**src/common/nlc_settings.svh**
```systemverilog
`ifndef NLC_SETTINGS_SVH
`define NLC_SETTINGS_SVH

// Channels per frame
`define NLC_CHANNELS 4

// Horner passes run from c5 down to c0
`define NLC_ORDER 5

`define NLC_SAMPLE_W 21
`define NLC_FIX_W 32

// 1.0 is 2**NLC_FRAC
`define NLC_FRAC 20

`endif
```
**src/common/nlc_pkg.sv**
```systemverilog
`include "nlc_settings.svh"

package nlc_pkg;

	// Sign-magnitude fields of one ADC sample
	typedef struct packed {
		logic sign;
		logic [`NLC_SAMPLE_W-2:0] mag;
	} sm_fields_t;

	typedef union packed {
		logic [`NLC_SAMPLE_W-1:0] raw;
		sm_fields_t f;
	} sample_t;

	typedef logic signed [`NLC_FIX_W-1:0] fix_t;

	typedef logic [$clog2(`NLC_CHANNELS)-1:0] chan_t;

	// 0..5 are c0..c5
	typedef logic [2:0] pidx_t;

	localparam pidx_t PIDX_NEG_MEAN = 3'd6;
	localparam pidx_t PIDX_RECIP = 3'd7;

	typedef enum logic {
		DEST_NORM = 1'b0,
		DEST_ACC = 1'b1
	} dest_t;

	localparam fix_t FIX_ONE = fix_t'(1) <<< `NLC_FRAC;

endpackage

```
**src/common/mac_if.sv**
```systemverilog
`timescale 1ns/1ps

interface mac_if;
	import nlc_pkg::*;

	logic req_valid;
	chan_t req_ch;
	dest_t req_dest;
	fix_t a;
	fix_t b;
	fix_t c;

	// Same tags, two cycles after the request
	logic res_valid;
	chan_t res_ch;
	dest_t res_dest;
	fix_t res_value;

	modport issue (
		output req_valid, req_ch, req_dest, a, b, c
	);

	modport unit (
		input req_valid, req_ch, req_dest, a, b, c,
		output res_valid, res_ch, res_dest, res_value
	);

	modport writeback (
		input res_valid, res_ch, res_dest, res_value
	);

endinterface

```
**src/hw/nlc_top.sv**
```systemverilog
`timescale 1ns/1ps
`include "nlc_settings.svh"

module nlc_top (
	input logic clk,
	input logic rst,

	input logic cfg_valid,
	output logic cfg_ready,
	input nlc_pkg::chan_t cfg_channel,
	input nlc_pkg::pidx_t cfg_index,
	input nlc_pkg::fix_t cfg_data,

	input logic in_valid,
	output logic in_ready,
	input logic [`NLC_SAMPLE_W-1:0] in_sample,

	output logic out_valid,
	input logic out_ready,
	output logic [`NLC_SAMPLE_W-1:0] out_sample
);
	import nlc_pkg::*;

	sample_t in_s;
	sample_t out_s;
	logic busy;
	chan_t rd_ch;
	pidx_t rd_idx;
	fix_t rd_data;
	logic ld_valid;
	chan_t ld_ch;
	fix_t ld_fix;
	chan_t wf_ch;
	fix_t wf_norm;
	fix_t wf_acc;

	mac_if mi ();

	assign in_s.raw = in_sample;
	assign out_sample = out_s.raw;

	nlc_sequencer u_seq (
		.clk(clk),
		.rst(rst),
		.in_valid(in_valid),
		.in_ready(in_ready),
		.in_sample(in_s),
		.out_valid(out_valid),
		.out_ready(out_ready),
		.busy(busy),
		.rd_ch(rd_ch),
		.rd_idx(rd_idx),
		.rd_data(rd_data),
		.ld_valid(ld_valid),
		.ld_ch(ld_ch),
		.ld_fix(ld_fix),
		.wf_ch(wf_ch),
		.wf_norm(wf_norm),
		.wf_acc(wf_acc),
		.mi(mi.issue),
		.mr(mi.writeback)
	);

	param_bank u_params (
		.clk(clk),
		.rst(rst),
		.busy(busy),
		.cfg_valid(cfg_valid),
		.cfg_ready(cfg_ready),
		.cfg_channel(cfg_channel),
		.cfg_index(cfg_index),
		.cfg_data(cfg_data),
		.rd_ch(rd_ch),
		.rd_idx(rd_idx),
		.rd_data(rd_data)
	);

	// Accumulator of the output channel goes straight to the codec
	sample_codec u_codec (
		.in_sample(in_s),
		.in_fix(ld_fix),
		.out_fix(wf_acc),
		.out_sample(out_s)
	);

	work_file u_work (
		.clk(clk),
		.rst(rst),
		.ld_valid(ld_valid),
		.ld_ch(ld_ch),
		.ld_fix(ld_fix),
		.mr(mi.writeback),
		.rd_ch(wf_ch),
		.rd_norm(wf_norm),
		.rd_acc(wf_acc)
	);

	mac_unit u_mac (
		.clk(clk),
		.rst(rst),
		.m(mi.unit)
	);

endmodule

```
**src/hw/nlc_sequencer.sv**
```systemverilog
`timescale 1ns/1ps
`include "nlc_settings.svh"

module nlc_sequencer (
	input logic clk,
	input logic rst,

	input logic in_valid,
	output logic in_ready,
	input nlc_pkg::sample_t in_sample,

	output logic out_valid,
	input logic out_ready,

	output logic busy,

	output nlc_pkg::chan_t rd_ch,
	output nlc_pkg::pidx_t rd_idx,
	input nlc_pkg::fix_t rd_data,

	output logic ld_valid,
	output nlc_pkg::chan_t ld_ch,
	input nlc_pkg::fix_t ld_fix,

	output nlc_pkg::chan_t wf_ch,
	input nlc_pkg::fix_t wf_norm,
	input nlc_pkg::fix_t wf_acc,

	mac_if.issue mi,
	mac_if.writeback mr
);
	import nlc_pkg::*;

	localparam chan_t LAST_CH = chan_t'(`NLC_CHANNELS - 1);

	typedef enum logic [1:0] {
		S_LOAD,
		S_NORM,
		S_HORN,
		S_OUT
	} state_t;

	state_t state;
	chan_t ch;
	logic [2:0] pass;
	logic issuing;
	logic [2:0] inflight;
	logic drained;

	assign in_ready = (state == S_LOAD);
	assign ld_valid = in_valid && in_ready;
	assign ld_ch = ch;
	assign busy = !(state == S_LOAD && ch == '0);
	assign out_valid = (state == S_OUT);
	assign drained = !issuing && inflight == '0;

	assign rd_ch = ch;
	assign wf_ch = ch;

	always_comb begin
		rd_idx = '0;
		if (state == S_NORM) begin
			rd_idx = (pass == '0) ? PIDX_NEG_MEAN : PIDX_RECIP;
		end else if (state == S_HORN) begin
			rd_idx = pidx_t'(`NLC_ORDER - pass);
		end
	end

	// Operand selection for the current pass
	always_comb begin
		mi.req_valid = issuing;
		mi.req_ch = ch;
		mi.req_dest = (state == S_HORN) ? DEST_ACC : DEST_NORM;
		mi.a = wf_norm;
		mi.b = FIX_ONE;
		mi.c = rd_data;
		if (state == S_NORM && pass != '0) begin
			mi.b = rd_data;
			mi.c = '0;
		end else if (state == S_HORN) begin
			mi.a = (pass == '0) ? fix_t'(0) : wf_acc;
			mi.b = wf_norm;
		end
	end

	always_ff @(posedge clk) begin
		if (rst) begin
			inflight <= '0;
		end else begin
			inflight <= inflight + {2'b0, mi.req_valid} - {2'b0, mr.res_valid};
		end
	end

	always_ff @(posedge clk) begin
		if (rst) begin
			state <= S_LOAD;
			ch <= '0;
			pass <= '0;
			issuing <= 1'b0;
		end else begin
			case (state)
				S_LOAD: begin
					if (ld_valid) begin
						ch <= ch + 1'b1;
						if (ch == LAST_CH) begin
							ch <= '0;
							pass <= '0;
							issuing <= 1'b1;
							state <= S_NORM;
						end
					end
				end
				S_NORM, S_HORN: begin
					if (issuing) begin
						ch <= ch + 1'b1;
						if (ch == LAST_CH) begin
							ch <= '0;
							issuing <= 1'b0;
						end
					end else if (drained) begin
						issuing <= 1'b1;
						pass <= pass + 1'b1;
						if (state == S_NORM && pass != '0) begin
							pass <= '0;
							state <= S_HORN;
						end else if (state == S_HORN && pass == 3'(`NLC_ORDER)) begin
							pass <= '0;
							issuing <= 1'b0;
							state <= S_OUT;
						end
					end
				end
				S_OUT: begin
					if (out_ready) begin
						ch <= ch + 1'b1;
						if (ch == LAST_CH) begin
							ch <= '0;
							state <= S_LOAD;
						end
					end
				end
				default: state <= S_LOAD;
			endcase
		end
	end

endmodule

```
**src/hw/work_file.sv**
```systemverilog
`timescale 1ns/1ps
`include "nlc_settings.svh"

module work_file (
	input logic clk,
	input logic rst,

	input logic ld_valid,
	input nlc_pkg::chan_t ld_ch,
	input nlc_pkg::fix_t ld_fix,

	mac_if.writeback mr,

	input nlc_pkg::chan_t rd_ch,
	output nlc_pkg::fix_t rd_norm,
	output nlc_pkg::fix_t rd_acc
);
	import nlc_pkg::*;

	fix_t norm_mem [`NLC_CHANNELS];
	fix_t acc_mem [`NLC_CHANNELS];

	assign rd_norm = norm_mem[rd_ch];
	assign rd_acc = acc_mem[rd_ch];

	// Loads and results never share a cycle
	always_ff @(posedge clk) begin
		if (!rst) begin
			if (ld_valid) begin
				norm_mem[ld_ch] <= ld_fix;
			end
			if (mr.res_valid && mr.res_dest == DEST_NORM) begin
				norm_mem[mr.res_ch] <= mr.res_value;
			end
			if (mr.res_valid && mr.res_dest == DEST_ACC) begin
				acc_mem[mr.res_ch] <= mr.res_value;
			end
		end
	end

endmodule

```
**src/hw/sample_codec.sv**
```systemverilog
`timescale 1ns/1ps
`include "nlc_settings.svh"

module sample_codec (
	input nlc_pkg::sample_t in_sample,
	output nlc_pkg::fix_t in_fix,
	input nlc_pkg::fix_t out_fix,
	output nlc_pkg::sample_t out_sample
);
	import nlc_pkg::*;

	localparam int MAG_W = `NLC_SAMPLE_W - 1;

	fix_t in_mag;
	logic out_neg;
	logic signed [`NLC_FIX_W:0] out_abs;

	// Magnitude is taken as pure fraction bits
	assign in_mag = fix_t'({{(`NLC_FIX_W - MAG_W){1'b0}}, in_sample.f.mag});
	assign in_fix = in_sample.f.sign ? -in_mag : in_mag;

	// One extra bit so negating the most negative value cannot wrap
	assign out_neg = out_fix[`NLC_FIX_W-1];
	assign out_abs = out_neg ? -{out_fix[`NLC_FIX_W-1], out_fix}
		: {out_fix[`NLC_FIX_W-1], out_fix};

	always_comb begin
		out_sample.f.sign = out_neg;
		if (out_abs[`NLC_FIX_W:MAG_W] != '0) begin
			out_sample.f.mag = '1;
		end else begin
			out_sample.f.mag = out_abs[MAG_W-1:0];
		end
	end

endmodule

```
**src/hw/param_bank.sv**
```systemverilog
`timescale 1ns/1ps
`include "nlc_settings.svh"

module param_bank (
	input logic clk,
	input logic rst,
	input logic busy,

	input logic cfg_valid,
	output logic cfg_ready,
	input nlc_pkg::chan_t cfg_channel,
	input nlc_pkg::pidx_t cfg_index,
	input nlc_pkg::fix_t cfg_data,

	input nlc_pkg::chan_t rd_ch,
	input nlc_pkg::pidx_t rd_idx,
	output nlc_pkg::fix_t rd_data
);
	import nlc_pkg::*;

	// c0..c5, neg_mean, recip_stdev per channel
	fix_t bank [`NLC_CHANNELS][8];

	assign cfg_ready = !busy;
	assign rd_data = bank[rd_ch][rd_idx];

	always_ff @(posedge clk) begin
		if (rst) begin
			for (int i = 0; i < `NLC_CHANNELS; i++) begin
				for (int j = 0; j < 8; j++) begin
					bank[i][j] <= '0;
				end
			end
		end else if (cfg_valid && cfg_ready) begin
			bank[cfg_channel][cfg_index] <= cfg_data;
		end
	end

endmodule

```
**src/hw/mac/mac_unit.sv**
```systemverilog
`timescale 1ns/1ps
`include "nlc_settings.svh"

module mac_unit (
	input logic clk,
	input logic rst,
	mac_if.unit m
);
	import nlc_pkg::*;

	logic s1_valid;
	chan_t s1_ch;
	dest_t s1_dest;
	logic signed [2*`NLC_FIX_W-1:0] s1_prod;
	fix_t s1_c;
	logic signed [2*`NLC_FIX_W-1:0] scaled;

	assign scaled = s1_prod >>> `NLC_FRAC;

	always_ff @(posedge clk) begin
		if (rst) begin
			s1_valid <= 1'b0;
			m.res_valid <= 1'b0;
		end else begin
			s1_valid <= m.req_valid;
			m.res_valid <= s1_valid;
		end
	end

	// Payload stages
	always_ff @(posedge clk) begin
		s1_prod <= m.a * m.b;
		s1_c <= m.c;
		s1_ch <= m.req_ch;
		s1_dest <= m.req_dest;
		m.res_value <= fix_t'(scaled[`NLC_FIX_W-1:0]) + s1_c;
		m.res_ch <= s1_ch;
		m.res_dest <= s1_dest;
	end

endmodule

```
**config.mk**
```make
export PLATFORM = sky130hd
export DESIGN_NAME = nlc_top
export DESIGN_NICKNAME = d
export VERILOG_FILES = /design/src/common/nlc_pkg.sv /design/src/common/mac_if.sv /design/src/hw/nlc_top.sv /design/src/hw/nlc_sequencer.sv /design/src/hw/work_file.sv /design/src/hw/sample_codec.sv /design/src/hw/param_bank.sv /design/src/hw/mac/mac_unit.sv
export VERILOG_INCLUDE_DIRS = /design/src /design/src/common
export SDC_FILE = /design/constraint.sdc
export NUM_CORES = 2
export LEC_CHECK = 0
export BUFFER_PORTS_ARGS = -buffer_cell sky130_fd_sc_hd__buf_2
export CAP_MARGIN = 10
export CORE_ASPECT_RATIO = 1.2
export CORE_UTILIZATION = 60
export DETAILED_ROUTE_END_ITERATION = 8
export HOLD_SLACK_MARGIN = 0.12
export PLACE_DENSITY = 0.76
export SYNTH_ARGS = -nofsm -noshare
export SYNTH_HDL_FRONTEND = slang
export SYNTH_SLANG_ARGS = --single-unit
export TNS_END_PERCENT = 50
```
**constraint.sdc**
```tcl
create_clock -name clk -period 17.87 [get_ports clk]
set_input_delay 3.574 -clock clk [delete_from_list [all_inputs] [get_ports clk]]
set_output_delay 3.574 -clock clk [all_outputs]
set_load 0.005 [all_outputs]
```
==> summary.md <==
| Metric | Value |
|---|---|
| Post-synth top area share | 0.414 |
| Final period util | 0.671 |
| Post-CTS Resized | 0 |
| Most common cell after layout, fill and taps aside | edfxtp_1 |
| Routed WL | 266000 microns |
| Setup ws final | 5.87 ns |
| P_int | 0.00726 W |
| Crit. End Element | flip-flop |
| Peak VDD IR | 0.109 mV |
| Most used cell, CP | fa_1 |
| Comb pwr share | 0.401 |
| Core area | 153000 sq um |
| Routed vias/inst | 6.31 |
| Clock skew | 0.0393 ns |
| Flops & latches, synth | 1397 |
| Startpoint types | flip-flop |
| First-pass GRT wire length | 396000 microns |
| Class of the worst hold path | reg -> reg |
| Setup slack at placement | 6.01 ns |
| Iteration-0 DRC Markers | 6564 |
| Outcome | finished, final reports clean |
| Clk sinks | 1397 |
| Avg Inst Size Synth | 12.5 sq um |
| Most frequent cells in the layout | 1280 x edfxtp_1, 1065 x and2_1, 918 x fa_1, 849 x inv_1, 598 x nor2_1 |
| Lkg Pwr | 40.6 nW |
| Antenna-violating nets left | 0 |
| Pwr Total | 0.0118 W |
| Post-Syn Instances | 7422 |
| EDFF count, synth | 1280 |
| PwrDens | 118 nW/um^2 |
| GRT overflow | 0 |
| Setup TNS | 0 ns |
| Clock Tree Buf Depth | 3 |
| Sequential share of the synthesized area | 0.439 |
| Fin crit period | 12.00 ns |
| Post-CTS Hold Buffers | 0 |
| DRC Markers | 0 |
| Slew headroom | 0.0898 |
| Die extent in x | 361 microns |
| Post-synth cell types | 72 |
| Sequential Power Share | 0.350 |
| Placed inst area | 95400 sq um |
| Layout cells sized above 1 | 0.129 |
| Post-synthesis async set-or-reset flop share | 0 |
| Clk slew on worst S/H paths | 0.06 ns |
| Via Count | 59600 |
| Die area | 156000 sq um |
| Gp weighted congestion | 0.964 |
| Synth top area cells | edfxtp_1 41%, fa_1 20%, mux4_2 9.3%, and2_1 7.2%, inv_1 3.4% |
| Rows | 157 |
| Die Ht | 433 microns |
| Max-slew violations | 0 |
| CTS tree | yes |
| Fin Hold WS | 0.332 ns |
| Initial antenna violation count | 19 |
| Synth area leader | edfxtp_1 |
| Switching Fraction | 0.386 |
| Design area | 100000 sq um |
| Setup repair after global routing missed its margin | no |
| Area growth syn-to-layout | 7.68% |
| Warnings from Yosys | 0 |
| Critical path arrival | 12.65 ns |
| Syn nets | 8616 |
| Clk_lat worst skew | 0.78 ns |
| Max incr delay on CP | 0.95 ns |
| Slew @ Worst Pin | 1.37 ns |
| Initial core utilization | 0.606 |
| Mapped cell area | 92900 sq um |
| Crit path kind | reg -> reg |
| Root cell of the clock tree | clkbuf_16 |
| Max Freq | 83.4 MHz |
| Detailed Place HPWL | 178000 microns |
| # H-tree levels | 4 |
| Vias in the first global route | 62900 |
| Critical path's slowest cell | dfxtp_4 |
| MaxCap Viol Count | 0 |
| Final Net Count | 8521 |
| Req. time, crit path | 18.53 ns |
| Finish-stage setup viols | 0 |
| Final hold vios | 0 |
| Top Ports | 87 |
| Largest net degree at the start of global routing | 133 |
| Crit-path max FO | 48 |
| Sw power | 0.00456 W |
| Clock buffer count from CTS | 141 |
| Setup Buffers After CTS | 0 |
| Port bufs | 86 |
| Main flop type after synthesis | edfxtp_1 |
| GRT Total Usage | 0.350 |
| Routed length per instance | 28.2 microns |
| DRT Pass-1 Iters | 6 |
| Clock power frac | 0.249 |
cell families after synthesis:
logic type,share of synthesized area
simple gates,0.136
fa+ha+maj,0.227
compound gates,0.0365
flops,0.439
buf+inv,0.0557
xor+xnor,0.0122
mux,0.0940
path summary, 6_finish.rpt:
path	startpoint	to	slack [ns]	cells after the start
max	flip-flop	u_mac.s1_prod[46]$_DFF_P_	5.87	30
min	u_mac.s1_dest$_DFF_P_	u_mac.m.res_dest$_DFF_P_	0.33	0
max reg2reg	flip-flop	u_mac.s1_prod[46]$_DFF_P_	5.87	30
min reg2reg	u_mac.s1_dest$_DFF_P_	u_mac.m.res_dest$_DFF_P_	0.33	0
stage by stage:
| stage | util | std cells |
|---|---|---|
| finish | 0.653 | 9440 |
| global route | 0.653 | 9433 |
| CTS | 0.653 | 9427 |
| detailed placement | 0.623 | 9171 |
| global placement | 0.623 | 9171 |
| floorplan | - | 7422 |
cell usage after synthesis, types with 7 or more instances:
| cell type | count |
|---|---|
| or2_2 | 42 |
| a22oi_1 | 54 |
| edfxtp_1 | 1280 |
| ha_1 | 213 |
| o21ai_0 | 56 |
| buf_1 | 18 |
| buf_2 | 47 |
| a21o_1 | 69 |
| nor2_1 | 633 |
| nand3_1 | 26 |
| and3_1 | 7 |
| or4_1 | 8 |
| xnor2_1 | 72 |
| a31oi_1 | 7 |
| o31ai_1 | 12 |
| a21oi_1 | 166 |
| dfxtp_1 | 117 |
| a22o_1 | 47 |
| nor2b_1 | 23 |
| buf_4 | 9 |
| a211oi_1 | 7 |
| nand2b_1 | 57 |
| inv_1 | 849 |
| a21boi_0 | 8 |
| o21bai_1 | 10 |
| nand2_1 | 590 |
| nand4_1 | 12 |
| and2_1 | 1065 |
| o21a_1 | 29 |
| clkbuf_1 | 428 |
| mux2i_1 | 8 |
| nor3_1 | 11 |
| fa_1 | 918 |
| xor2_1 | 57 |
| mux4_2 | 383 |
worst max-delay path: cells and delay by family (launching register included):
kind / cells / cell delay (ns)
adders and majority gates: 9 / 4.12
AOI/OAI and AO/OA: 8 / 2.38
buffers and inverters: 7 / 2.37
muxes: 2 / 1.14
DFF: 1 / 0.95
and+or+nand+nor: 4 / 0.79
layout make-up:
cell class	count	area (sq um)
fillers	11000	53200
inverters	849	3190
well taps	1987	2490
repair buffers	265	1790
multi-input cells	4673	47200
clock inverters	69	754
flip-flops and latches	1397	40800
clock buffers	187	3810
diodes	13	32.5
power by group through the flow:
stage / Clock (W) / Sequential [W] / Combinational, W
2_1_floorplan: 0 / 0.00404 / 0.00300
3_3_place_gp: 0 / 0.00418 / 0.00455
3_5_place_dp: 0 / 0.00419 / 0.00459
4_1_cts: 0.00296 / 0.00413 / 0.00465
5_1_grt: 0.00307 / 0.00415 / 0.00498
6_report: 0.00294 / 0.00414 / 0.00475
layer usage:
metal,GRT usage,vias up,share of wire
li1,-,24500,-
met1,0.416,30400,0.34
met2,0.585,3638,0.49
met3,0.0676,1013,0.097
met4,0.232,16,0.075
met5,0,-,0.00040
state kept, by name (all words and copies together), names as in the netlist, named ones only:
register,flops
u_seq.inflight,3
u_work.acc_mem,128
u_mac.s1_prod,32
u_seq.ld_ch,2
u_mac.s1_c,32
u_mac.m.res_valid,1
u_seq.pass,3
u_work.norm_mem,128
u_seq.state,2
u_mac.s1_ch,2
u_seq.mi.req_valid,1
u_mac.m.res_dest,1
u_mac.s1_valid,1
u_params.bank,1024
u_mac.m.res_ch,2
u_mac.s1_dest,1
u_mac.m.res_value,32
No activity file was read; power rests on OpenSTA's default activity.
